**config.mk**
```make
export PLATFORM = sky130hd
export DESIGN_NAME = queue_store
export DESIGN_NICKNAME = d
export VERILOG_FILES = /design/src/logic/replay_pkg.sv /design/src/logic/queue_store.sv
export SDC_FILE = /design/constraint.sdc
export NUM_CORES = 1
export LEC_CHECK = 0
export BUFFER_PORTS_ARGS = -buffer_cell sky130_fd_sc_hd__buf_2
export CAP_MARGIN = 20
export CORE_ASPECT_RATIO = 2
export CORE_MARGIN = 1
export CORE_UTILIZATION = 55
export CTS_CLUSTER_DIAMETER = 40
export DETAILED_ROUTE_END_ITERATION = 8
export PLACE_DENSITY = 0.72
export SLEW_MARGIN = 5
export SYNTH_ARGS = -nofsm -noshare
export SYNTH_HDL_FRONTEND = slang
export SYNTH_SLANG_ARGS = --single-unit
```
**constraint.sdc**
```tcl
create_clock -name axis_aclk -period 24.5 [get_ports axis_aclk]
set_input_delay 1.225 -clock axis_aclk [delete_from_list [all_inputs] [get_ports axis_aclk]]
set_output_delay 1.225 -clock axis_aclk [all_outputs]
set_load 0.01 [all_outputs]
```
**src/logic/replay_pkg.sv**
```systemverilog
// shared widths, register map and stream types, imported by every replay engine RTL file
`default_nettype none

package replay_pkg;

   // stream and register widths
   localparam int DATA_WIDTH      = 64;
   localparam int KEEP_WIDTH      = 8;
   localparam int REG_WIDTH       = 32;
   localparam int REG_ADDR_WIDTH  = 3;

   localparam int NUM_QUEUES_DEF  = 4;   // top level default queue count
   localparam int QUEUE_DEPTH_DEF = 16;  // words per queue

   // register word addresses
   localparam logic [REG_ADDR_WIDTH-1:0] REG_ENABLE     = 3'd0;
   localparam logic [REG_ADDR_WIDTH-1:0] REG_START      = 3'd1;  // self-clearing
   localparam logic [REG_ADDR_WIDTH-1:0] REG_COUNT_BASE = 3'd2;  // one count per queue
   localparam logic [REG_ADDR_WIDTH-1:0] REG_STATUS     = 3'd6;

   // sideband carried with each packet
   typedef struct packed {
      logic [15:0] pkt_len;
      logic [7:0]  src_port;  // one-hot
      logic [7:0]  dst_port;  // one-hot
   } tuser_t;

   typedef struct packed {
      logic                  valid;
      logic [DATA_WIDTH-1:0] data;
      logic [KEEP_WIDTH-1:0] keep;
      logic                  last;
      tuser_t                user;
   } stream_word_t;

   typedef struct packed {
      logic [23:0] reserved;
      logic [7:0]  queues;  // one bit per queue
   } reg_mask_t;

   // register data, decoded by address as a queue mask or a replay count
   typedef union packed {
      reg_mask_t            mask;
      logic [REG_WIDTH-1:0] count;
   } reg_word_u;

endpackage

`default_nettype wire

```
**src/logic/queue_store.sv**
```systemverilog
// single-packet on-chip store for one queue, written by capture and read by replay
`timescale 1ns/1ps
`default_nettype none

module queue_store import replay_pkg::*; #(
   parameter int  QUEUE_DEPTH = QUEUE_DEPTH_DEF,
   localparam int AW          = (QUEUE_DEPTH > 1) ? $clog2(QUEUE_DEPTH) : 1
) (
   input  logic          axis_aclk,
   input  logic          rst,
   input  logic          wr,
   input  logic          first,
   input  stream_word_t  wr_word,
   input  logic          rd,
   input  logic [AW-1:0] rd_addr,
   output stream_word_t  rd_word,
   output logic [AW:0]   pkt_len_words,
   output logic          pkt_ready
);

   logic [DATA_WIDTH-1:0] mem_data [QUEUE_DEPTH];
   logic [KEEP_WIDTH-1:0] mem_keep [QUEUE_DEPTH];
   tuser_t                hdr_user;   // sideband of the first word
   logic [AW:0]           wr_ptr;
   logic [AW:0]           wr_idx;
   logic                  room;
   logic [DATA_WIDTH-1:0] rd_data;
   logic [KEEP_WIDTH-1:0] rd_keep;
   tuser_t                rd_user;
   logic                  rd_valid;
   logic                  rd_last;

   assign wr_idx = first ? '0 : wr_ptr;  // new packet overwrites from the top
   assign room   = wr_idx < (AW+1)'(QUEUE_DEPTH);

   always_ff @(posedge axis_aclk) begin
      if (wr && room) begin
         mem_data[wr_idx[AW-1:0]] <= wr_word.data;
         mem_keep[wr_idx[AW-1:0]] <= wr_word.keep;
      end
      if (wr && first) begin
         hdr_user <= wr_word.user;
      end
      if (wr && wr_word.last) begin
         pkt_len_words <= room ? wr_idx + 1'b1 : wr_idx;  // overflow words not counted
      end
      if (rd) begin
         rd_data <= mem_data[rd_addr];
         rd_keep <= mem_keep[rd_addr];
         rd_user <= hdr_user;
      end
   end

   always_ff @(posedge axis_aclk) begin
      if (rst) begin
         wr_ptr    <= '0;
         pkt_ready <= 1'b0;
         rd_valid  <= 1'b0;
         rd_last   <= 1'b0;
      end else begin
         if (wr) begin
            wr_ptr <= room ? wr_idx + 1'b1 : wr_idx;
         end
         if (wr && wr_word.last) begin
            pkt_ready <= 1'b1;
         end else if (wr && first) begin
            pkt_ready <= 1'b0;
         end
         rd_valid <= rd;
         rd_last  <= rd && ({1'b0, rd_addr} == pkt_len_words - 1'b1);
      end
   end

   always_comb begin
      rd_word.valid = rd_valid;
      rd_word.data  = rd_data;
      rd_word.keep  = rd_keep;
      rd_word.last  = rd_last;
      rd_word.user  = rd_user;
   end

endmodule

`default_nettype wire

```
==> results of run 1 <==
==> area by class of cell <==
class | count | share of cell area [%]
Clock inverter | 66 | 1.117
Sequential cell | 1301 | 72.04
Multi-Input combinational cell | 668 | 15.95
Clock buffer | 134 | 5.214
Tap cell | 1162 | 2.687
Inverter | 11 | 0.07630
Timing Repair Buffer | 276 | 2.906
Antenna cell | 2 | 0.009248
==> cells by family (layout without fill, tap and decap cells) <==
family / Yosys count / after routing / synth area share (%)
AO/OA/AOI/OAI: 178 / 178 / 2.773
AND/OR/NAND/NOR: 146 / 146 / 1.359
adder cells (fa/ha/maj): 5 / 5 / 0.1299
multiplexers: 333 / 333 / 13.32
XOR/XNOR: 6 / 6 / 0.1091
buffers and inverters: 123 / 487 / 1.341
other: 0 / 2 / 0
flip-flops: 1301 / 1301 / 80.97
==> power breakdown <==
| group | internal (W) | switching, W | leakage (nW) |
|---|---|---|---|
| clock | 0.000917 | 0.000771 | 1.67 |
| combinational | 0.0000747 | 0.000119 | 4.16 |
| sequential | 0.00248 | 0.0000106 | 11.8 |
==> placed cells by master, fill, tap and decap left out, types with 6 or more instances in the layout <==
master and count:
sky130_fd_sc_hd__clkinv_1 25, sky130_fd_sc_hd__clkbuf_1 25, sky130_fd_sc_hd__clkbuf_16 109, sky130_fd_sc_hd__nor2_1 7, sky130_fd_sc_hd__inv_1 11, sky130_fd_sc_hd__buf_2 223, sky130_fd_sc_hd__clkinv_2 18, sky130_fd_sc_hd__dfxtp_1 8
sky130_fd_sc_hd__nand2_1 79, sky130_fd_sc_hd__a22oi_1 165, sky130_fd_sc_hd__edfxtp_1 1293, sky130_fd_sc_hd__mux4_2 246, sky130_fd_sc_hd__buf_4 48, sky130_fd_sc_hd__bufinv_16 9, sky130_fd_sc_hd__nand3_1 22, sky130_fd_sc_hd__mux2i_1 87
sky130_fd_sc_hd__nor2_4 6
==> final timing paths <==
| check | slack, ns | from | to | cells past startpoint |
|---|---|---|---|---|
| max reg2reg | 21.05 | wr_ptr[1] | mem_data[11][44] | 6 |
| min reg2reg | 0.41 | hdr_user[20] | rd_word[20] | 0 |
| min | 0.41 | hdr_user[20] | rd_word[20] | 0 |
| max | 19.54 | rd_addr[2] | rd_data[55] | 7 |
==> stage by stage <==
stage	instance area, um2	setup WS, ns	utilization [%]	std cells	hold slack, ns
detailed placement	50650	18.77	58.41	3416	0.4054
floorplan	48150	15.11	-	2092	0.4003
global route	54110	19.37	62.40	3618	0.4211
finish	54120	19.54	62.41	3620	0.4136
global placement	50630	18.90	58.38	3415	0.4007
CTS	54080	19.55	62.36	3616	0.4161
==> worst register-to-register path, cell delays in order (launching register included) <==
cell and delay, ns:
sky130_fd_sc_hd__dfxtp_1 0.38, sky130_fd_sc_hd__nor2b_1 0.28, sky130_fd_sc_hd__ha_1 0.35, sky130_fd_sc_hd__nand2_1 0.17
sky130_fd_sc_hd__nor2_4 0.57, sky130_fd_sc_hd__buf_4 0.59, sky130_fd_sc_hd__buf_4 0.74
==> flip-flops by register name, indices dropped and copies added, names as in the netlist, 5 cells and up <==
signal / count
mem_data: 1024
mem_keep: 128
rd_data: 64
hdr_user: 32
rd_word: 32
rd_keep: 8
pkt_len_words: 5
wr_ptr: 5
==> routing by layer <==
layer / track usage, % / vias to the layer above
met5: 0 / -
met4: 6.669 / 10
met3: 3.803 / 165
met2: 43.23 / 932
met1: 30.36 / 11810
li1: - / 9370
==> impl_metrics.tcl, run 1 <==
set metrics [dict create \
    status "finished, final reports clean" \
    skew_pair_late_insertion_delay_ns 0.71 \
    fp.dieW_um 211.2 \
    worst_setup_path_start_kind "input pin" \
    core-area_um2 86720 \
    avg_synthesized_cell_area_um2 23.02 \
    rows 153 \
    n_fill_cell 5753 \
    count_of_synthesis_stage_warnings_from_yosys 0 \
    power_w 0.004374 \
    finalSetupTns_ns 0 \
    first_iter_violations 2169 \
    clock.fmax_mhz 201.7 \
    clock_sinks 1301 \
    period_share_pct 20.24 \
    peakVddDrop_mv 0.06177 \
    fin_skew_ns 0.01433 \
    worst-path-buf-inv 4 \
    synth.top_cells.by_area "sky130_fd_sc_hd__edfxtp_1 (81%), sky130_fd_sc_hd__mux4_2 (12%), sky130_fd_sc_hd__a22oi_1 (2.6%), sky130_fd_sc_hd__mux2i_1 (1.8%), sky130_fd_sc_hd__nand2_1 (0.62%)" \
    detail_route.vias_per_cell 6.155 \
    cell_with_the_largest_stage_delay_on_the_worst_path "sky130_fd_sc_hd__buf_4" \
    worst_hold_path_type "reg -> reg" \
    clock_pin_transition_on_the_worst_setup_and_hold_timing_paths_ns 0.07 \
    finalCriticalPeriod_ns 4.959 \
    groute.usage.overall_pct 24.11 \
    highest-signal-layer "met5" \
    m1WireLength_um 39040 \
    cts.root.buffer_cell "sky130_fd_sc_hd__clkbuf_16" \
    dominantRegCellSynth "sky130_fd_sc_hd__edfxtp_1" \
    power.leakage_nw 17.68 \
    wl_met2_um 56380 \
    critical_path_peak_fanout 94 \
    yosysSeqAreaShare_pct 80.97 \
    async_reset_ff_share_pct 0 \
    post_cts_setup_bufs 0 \
    cp_data_required_time_ns 24.94 \
    number_of_h_tree_levels 3 \
    reported_max_cap_violation_count 0 \
    grt_pass1_vias 23490 \
    path_cells "buf_8 > buf_4 > buf_4 > buf_4 > mux4_2 > a22oi_1 > nand2_1" \
    multiInputGateArea_um2 8632 \
    post_layout_net_count 2485 \
    post-synth-top-count-cell "sky130_fd_sc_hd__edfxtp_1" \
    post-route-drc-count 0 \
    maximum_number_of_pins_on_one_net_before_global_route_repair 95 \
    clock_tree.buffer_depth 3 \
    ant_nets 0 \
    area_delta_synth_final_pct 12.40 \
    detail_route.wirelength_um 104500 \
    final-setup-viol-count 0 \
    criticalPathCategory "in -> reg" \
    ys_ff_latch 1301 \
    overall_die_area_um2 88800 \
    timing.critical_path.mode_cell "sky130_fd_sc_hd__buf_4" \
    endpoint_kind "flip-flop" \
    critPathMaxStageDelay_ns 0.93 \
    slew_headroom_pct 30.20 \
    floorplan.initialDensity_pct 55.52 \
    vias 22280 \
    synth_nets 2212 \
    powerDensity_nw_per_um2 80.82 \
    seqCellArea_um2 38990 \
    layout-drive-gt1-share_pct 28.34 \
    netlist_area_um2 48150 \
    grt_setup_unrepaired "no" \
    placement.io_buffers 225 \
    pins_over_slew_limit 0 \
    wl_met3_um 6753 \
    postSynthCellCount 2092 \
    worstPathArrival_ns 5.40 \
    firstDrtPassIters 5 \
    timing_hold_violations_final 0 \
    cts_hold_buf 0 \
    antenna_violations_before_repair 10 \
    synth_edf_count 1293 \
    post_synth_num_cell_types 37 \
    dieHeight_um 420.4 \
    cts_tree "built" \
    total_congestion_overflow_after_global_routing 0 \
    cts_buffers 107 \
    tightest_slew_ns 1.047 \
    share_of_yosys_cell_area_claimed_by_the_top_area_cell_type_pct 80.64 \
    synth_area_leader_cell "sky130_fd_sc_hd__edfxtp_1" \
    cp_top_family "buffers and inverters" \
    grt_pass1_wl_um 152100 \
    synthTopCellsByCount "sky130_fd_sc_hd__edfxtp_1 (1293), sky130_fd_sc_hd__mux4_2 (246), sky130_fd_sc_hd__a22oi_1 (165)" \
    dpl.hpwl_um 54820 \
    cts_resized 0 \
    gp_routability_congestion 0.7414 \
    ios 227 \
    route.detailed.wl_per_inst_um 28.87 \
]
Note: power is estimated with default switching activity, not from simulation.
==> run 2: changes to the inputs <==
- clock period: 24.5 -> 5 ns (I/O delays scaled with it)
==> run 2 against run 1 <==
Against the previous run: non-clock buffer count rose by 111; combinational power rose to 5.4 times the previous value; wire length rose by 1.9%; sequential power rose to 4.9 times the previous value; via count rose by 3.2%; die area did not move; final area rose by 2.8%; total power rose to 5.0 times the previous value; clock power rose to 5.1 times the previous value; flip-flop and latch count did not move; worst hold slack got worse by 0.35 ns; sequential share of layout area fell by 2.0 points; critical endpoint is now mem_data[13][7]; largest cell class unchanged; highest routed layer unchanged.
==> impl_metrics.tcl, run 2 (synthesized netlist as in run 1, its figures left out) <==
set metrics [dict create \
    grt_pass1_vias 24080 \
    detail_route.vias_per_cell 6.147 \
    status "finished, final reports clean" \
    cell_area_after_layout_um2 55650 \
    n_fill_cell 5548 \
    gp_routability_congestion 0.7663 \
    slew_headroom_pct 21.36 \
    vias 22990 \
    route.detailed.wl_per_inst_um 28.48 \
    tightest_slew_ns 1.180 \
    cts.root.buffer_cell "sky130_fd_sc_hd__clkbuf_16" \
    placement.cell_area_um2 50910 \
    post-route-drc-count 0 \
    hold_ws_ns 0.05900 \
    post_cts_setup_bufs 0 \
    antenna_violations_before_repair 9 \
    total_congestion_overflow_after_global_routing 0 \
    cp_data_required_time_ns 5.37 \
    clock.fmax_mhz 322.8 \
    post_layout_net_count 2598 \
    fin_util_pct 64.17 \
    grt_pass1_wl_um 155800 \
    ios 227 \
    criticalPathCategory "reg -> reg" \
    grt_setup_unrepaired "no" \
    core-area_um2 86720 \
    pins_over_slew_limit 0 \
    number_of_h_tree_levels 3 \
    peakVddDrop_mv 0.3182 \
    cell_with_the_largest_stage_delay_on_the_worst_path "sky130_fd_sc_hd__and2_4" \
    cts_buffers 109 \
    endpoint_kind "flip-flop" \
    detail_route.wirelength_um 106500 \
    critical_path_peak_fanout 43 \
    layout-drive-gt1-share_pct 27.86 \
    area_delta_synth_final_pct 15.58 \
    path_cells "nor2b_1 > nand2_1 > nor3b_1 > and2_4 > buf_4" \
    groute.usage.overall_pct 24.47 \
    placement.io_buffers 225 \
    floorplan.initialDensity_pct 55.52 \
    cts_tree "built" \
    finalCriticalPeriod_ns 3.098 \
    period_share_pct 61.96 \
    firstDrtPassIters 7 \
    final-setup-viol-count 0 \
    worst_setup_path_start_kind "flip-flop" \
    first_iter_violations 2301 \
    fin_skew_ns 0.02437 \
    dieHeight_um 420.4 \
    final_cell_mix "sky130_fd_sc_hd__edfxtp_1 (1293), sky130_fd_sc_hd__mux4_2 (246), sky130_fd_sc_hd__buf_2 (223), sky130_fd_sc_hd__a22oi_1 (165)" \
    overall_die_area_um2 88800 \
    reported_max_cap_violation_count 0 \
    number_of_flip_flops_under_the_largest_register_name 1024 \
    critPathMaxStageDelay_ns 0.89 \
    dpl.hpwl_um 52200 \
    layout_commonest_cell "sky130_fd_sc_hd__edfxtp_1" \
    worstPathArrival_ns 3.47 \
    timing_hold_violations_final 0 \
    clock_sinks 1301 \
    power.leakage_nw 18.29 \
    skew_pair_late_insertion_delay_ns 0.72 \
    maximum_number_of_pins_on_one_net_before_global_route_repair 119 \
    ant_nets 0 \
    fp.dieW_um 211.2 \
    worst_hold_path_type "in -> reg" \
    clock_tree.buffer_depth 3 \
    rows 153 \
    powerDensity_nw_per_um2 393.0 \
    clock_pin_transition_on_the_worst_setup_and_hold_timing_paths_ns 0.06 \
]
[run 2: final cells by class]
class	count	area, um2	share of cell area (%)
well taps	1162	1454	2.613
inverters	11	41.29	0.07420
multi-input cells	668	8665	15.57
diodes	3	7.507	0.01349
clock buffers	124	2784	5.003
clock inverters	83	830.8	1.493
repair buffers	387	2879	5.174
flip-flops and latches	1301	38990	70.06
[run 2: per-stage QoR]
step	total power, W	instances	setup slack [ns]	TNS [ns]
CTS	0.02199	3735	1.871	0
detailed placement	0.01342	3419	1.801	0
global route	0.02245	3739	1.693	0
finish	0.02187	3739	1.902	0
floorplan	0.01298	2092	-1.476	-410.74
global placement	0.01338	3417	1.933	0
[run 2: routing by layer]
metal  GRT usage [%]  vias up  routed length, um  part of all wire, %
met3           3.677      190               6970                  6.5
li1                -     9590                  -                    -
met4           7.946       10               2729                  2.6
met2           41.20      942              54790                   51
met5               0        -                 56                0.053
met1           33.01    12250              41940                   39
[run 2: worst max-delay path, delay by kind of cell (launching register included)]
| kind | cells | cell delay [ns] |
|---|---|---|
| simple gates | 4 | 1.85 |
| buf+inv | 1 | 0.45 |
| flops | 1 | 0.40 |
[run 2: path summary, 6_finish.rpt]
| path | startpoint | to | slack [ns] | cells past startpoint |
|---|---|---|---|---|
| worst max-delay path | wr_ptr[4] | mem_data[13][7] | 1.90 | 5 |
| worst min-delay path | wr_word[32] | pkt_len_words[0] | 0.06 | 2 |
| worst max register to register | wr_ptr[4] | mem_data[13][7] | 1.90 | 5 |
| worst min register to register | hdr_user[4] | rd_word[4] | 0.41 | 0 |
[run 2: report_power, final]
group | leakage [nW] | internal (W) | total, W | switching, W
Clock | 1.76 | 0.00469 | 0.00862 | 0.00393
Combinational | 4.68 | 0.000428 | 0.00104 | 0.000615
Sequential | 11.8 | 0.0122 | 0.0122 | 0.0000518
[run 2: timing repair]
action                                  CTS  global route
hold buffers                            109             0
endpoints found under the hold margin  1194             0
gates resized for setup                   0             0
==> run 3: changes to the inputs <==
- clock period: 5 -> 3.01 ns (I/O delays scaled with it)
==> run 3 against run 2 <==
Against the previous run: global-route usage down 0.19 points; clock skew down 0.0054 ns; wire length down 1.1%; final area up 1.2%; flip-flop and latch count unchanged; total power up 68%; first-iteration DRC count down 3.6%; worst hold slack worse by 0.0018 ns; final cell count up 0.37%.
==> impl_metrics.tcl, run 3 (synthesized netlist as in run 1, its figures left out) <==
set metrics [dict create \
    r2r-start "wr_ptr[3]" \
    number_of_h_tree_levels 3 \
    worst_setup_path_start_kind "flip-flop" \
    grt_pass1_vias 24020 \
    switching_power_summed_over_all_nets_w 0.007593 \
    dieHeight_um 420.4 \
    maximum_number_of_pins_on_one_net_before_global_route_repair 73 \
    gp_routability_congestion 0.7528 \
    finalSetupTns_ns 0 \
    cp-endpoint "mem_data[9][6]" \
    fin_skew_ns 0.01892 \
    vias 22800 \
    first_iter_violations 2218 \
    worst-r2r-setup-slack_ns 0.47 \
    critical_path_peak_fanout 20 \
    clock.fmax_mhz 393.1 \
    cts_tree "built" \
    overall_die_area_um2 88800 \
    groute.usage.overall_pct 24.28 \
    grt_setup_unrepaired "no" \
    fin_cells 3753 \
    worst_hold_path_type "in -> reg" \
    globalRouteMet3Util_pct 3.565 \
    rows 153 \
    grt_util_met2_pct 42.98 \
    final_cell_mix "sky130_fd_sc_hd__edfxtp_1 (1293), sky130_fd_sc_hd__mux4_2 (246), sky130_fd_sc_hd__buf_2 (222), sky130_fd_sc_hd__a22oi_1 (165), sky130_fd_sc_hd__clkbuf_16 (112)" \
    criticalPathCategory "reg -> reg" \
    power_frac_comb_pct 4.8 \
    clock_pin_transition_on_the_worst_setup_and_hold_timing_paths_ns 0.06 \
    detail_route.vias_per_cell 6.075 \
    fp.dieW_um 211.2 \
    rr_worst_depth 3 \
    core-area_um2 86720 \
    grt_use_met1_pct 30.73 \
    area_delta_synth_final_pct 16.93 \
    total_congestion_overflow_after_global_routing 0 \
    reg2reg_to "mem_data[9][6]" \
    switching_share_pct 20.63 \
    post-route-drc-count 0 \
    multiInputGateArea_um2 8716 \
    skew_pair_late_insertion_delay_ns 0.71 \
    final-setup-viol-count 0 \
    layout_commonest_cell "sky130_fd_sc_hd__edfxtp_1" \
    grt_pass1_wl_um 154100 \
    setup_crit_start "wr_ptr[3]" \
    dpl.hpwl_um 54320 \
    endpoint_kind "flip-flop" \
    cp_data_required_time_ns 3.40 \
    clock_power_share_pct 40.1 \
    top_usage_layer "met2" \
    ios 227 \
    post_cts_setup_bufs 0 \
    seqPwrFrac_pct 55.1 \
    ant_nets 0 \
    n_fill_cell 5533 \
    route.detailed.wl_per_inst_um 28.05 \
    detail_route.wirelength_um 105300 \
    slew_headroom_pct 37.79 \
    preCtsSetupSlack_ns 0.5046 \
    status "finished, final reports clean" \
    period_share_pct 84.51 \
    layout-drive-gt1-share_pct 29.02 \
    cts_buffers 111 \
    floorplan.initialDensity_pct 55.52 \
    antenna_violations_before_repair 5 \
    powerDensity_nw_per_um2 653.7 \
    worstPathArrival_ns 2.94 \
    seqCellArea_um2 38990 \
    post_layout_net_count 2616 \
    number_of_flip_flops_under_the_largest_register_name 1024 \
    timing_hold_violations_final 0 \
    clock_sinks 1301 \
    cellInternalPower_w 0.02921 \
    clock_tree.buffer_depth 3 \
    postLayoutSetupSlackWorst_ns 0.4661 \
    reported_max_cap_violation_count 0 \
    power.leakage_nw 18.56 \
    finalCriticalPeriod_ns 2.544 \
    placement.io_buffers 225 \
    firstDrtPassIters 5 \
    peakVddDrop_mv 0.5679 \
    pins_over_slew_limit 0 \
    dp.cells 3435 \
    tightest_slew_ns 0.9332 \
    cts.root.buffer_cell "sky130_fd_sc_hd__clkbuf_16" \
]
-- run 3: worst min-delay path by stage --
| stage | start | endpoint | slack [ns] | depth (start not counted) |
|---|---|---|---|---|
| after global routing | rd_addr[1] | rd_last | 0.06 | 3 |
| after global placement | wr_word[9] | hdr_user[9] | 0.33 | 1 |
| final | rd_addr[1] | rd_last | 0.06 | 3 |
| after CTS | rd_addr[1] | rd_last | 0.01 | 3 |
| after detailed placement | wr_word[16] | hdr_user[16] | 0.33 | 1 |
| after floorplan | wr_word[0] | hdr_user[0] | 0.25 | 0 |
-- run 3: final cells by class --
class                   instances  share of cell area (%)
repair buffers                403                   5.887
diodes                          3                 0.01333
multi-input cells             668                   15.48
clock inverters                84                   1.671
inverters                      11                 0.07778
well taps                    1162                   2.582
flip-flops and latches       1301                   69.25
clock buffers                 121                   5.038
-- run 3: metal layers --
layer	vias up	part of all wire [%]	wire length, um
met5	-	0.034	36
met4	6	2.6	2746
met3	180	6.5	6832
met2	913	53	56170
met1	12060	38	39490
li1	9644	-	-
-- run 3: metrics by stage --
stage	area, um2	power [W]	hold WS (ns)	utilization (%)
6_report	56300	0.03681	0.05718	64.92
5_1_grt	56300	0.03777	0.06015	64.92
4_1_cts	56290	0.03705	0.01441	64.92
3_5_place_dp	51420	0.02234	0.3293	59.29
3_3_place_gp	51410	0.02228	0.3309	59.28
2_1_floorplan	48340	0.02157	0.2494	-
-- run 3: timing repair --
item	CTS	global route
hold buffers	110	0
endpoints found under the hold margin	1233	0
endpoints found under the setup margin	0	0
gates resized for setup	0	0
-- run 3: critical path, stage by stage (launching register included) --
cell,delay (ns)
sky130_fd_sc_hd__dfxtp_1,0.72
sky130_fd_sc_hd__nand3b_1,0.44
sky130_fd_sc_hd__nor3_4,0.75
sky130_fd_sc_hd__buf_12,0.28
-- run 3: power groups by stage --
stage          Clock (W)  Sequential (W)  Combinational, W
6_report          0.0148          0.0203           0.00177
3_5_place_dp           0          0.0207           0.00167
2_1_floorplan          0          0.0207          0.000862
4_1_cts           0.0150          0.0203           0.00180
3_3_place_gp           0          0.0207           0.00161
5_1_grt           0.0156          0.0203           0.00191
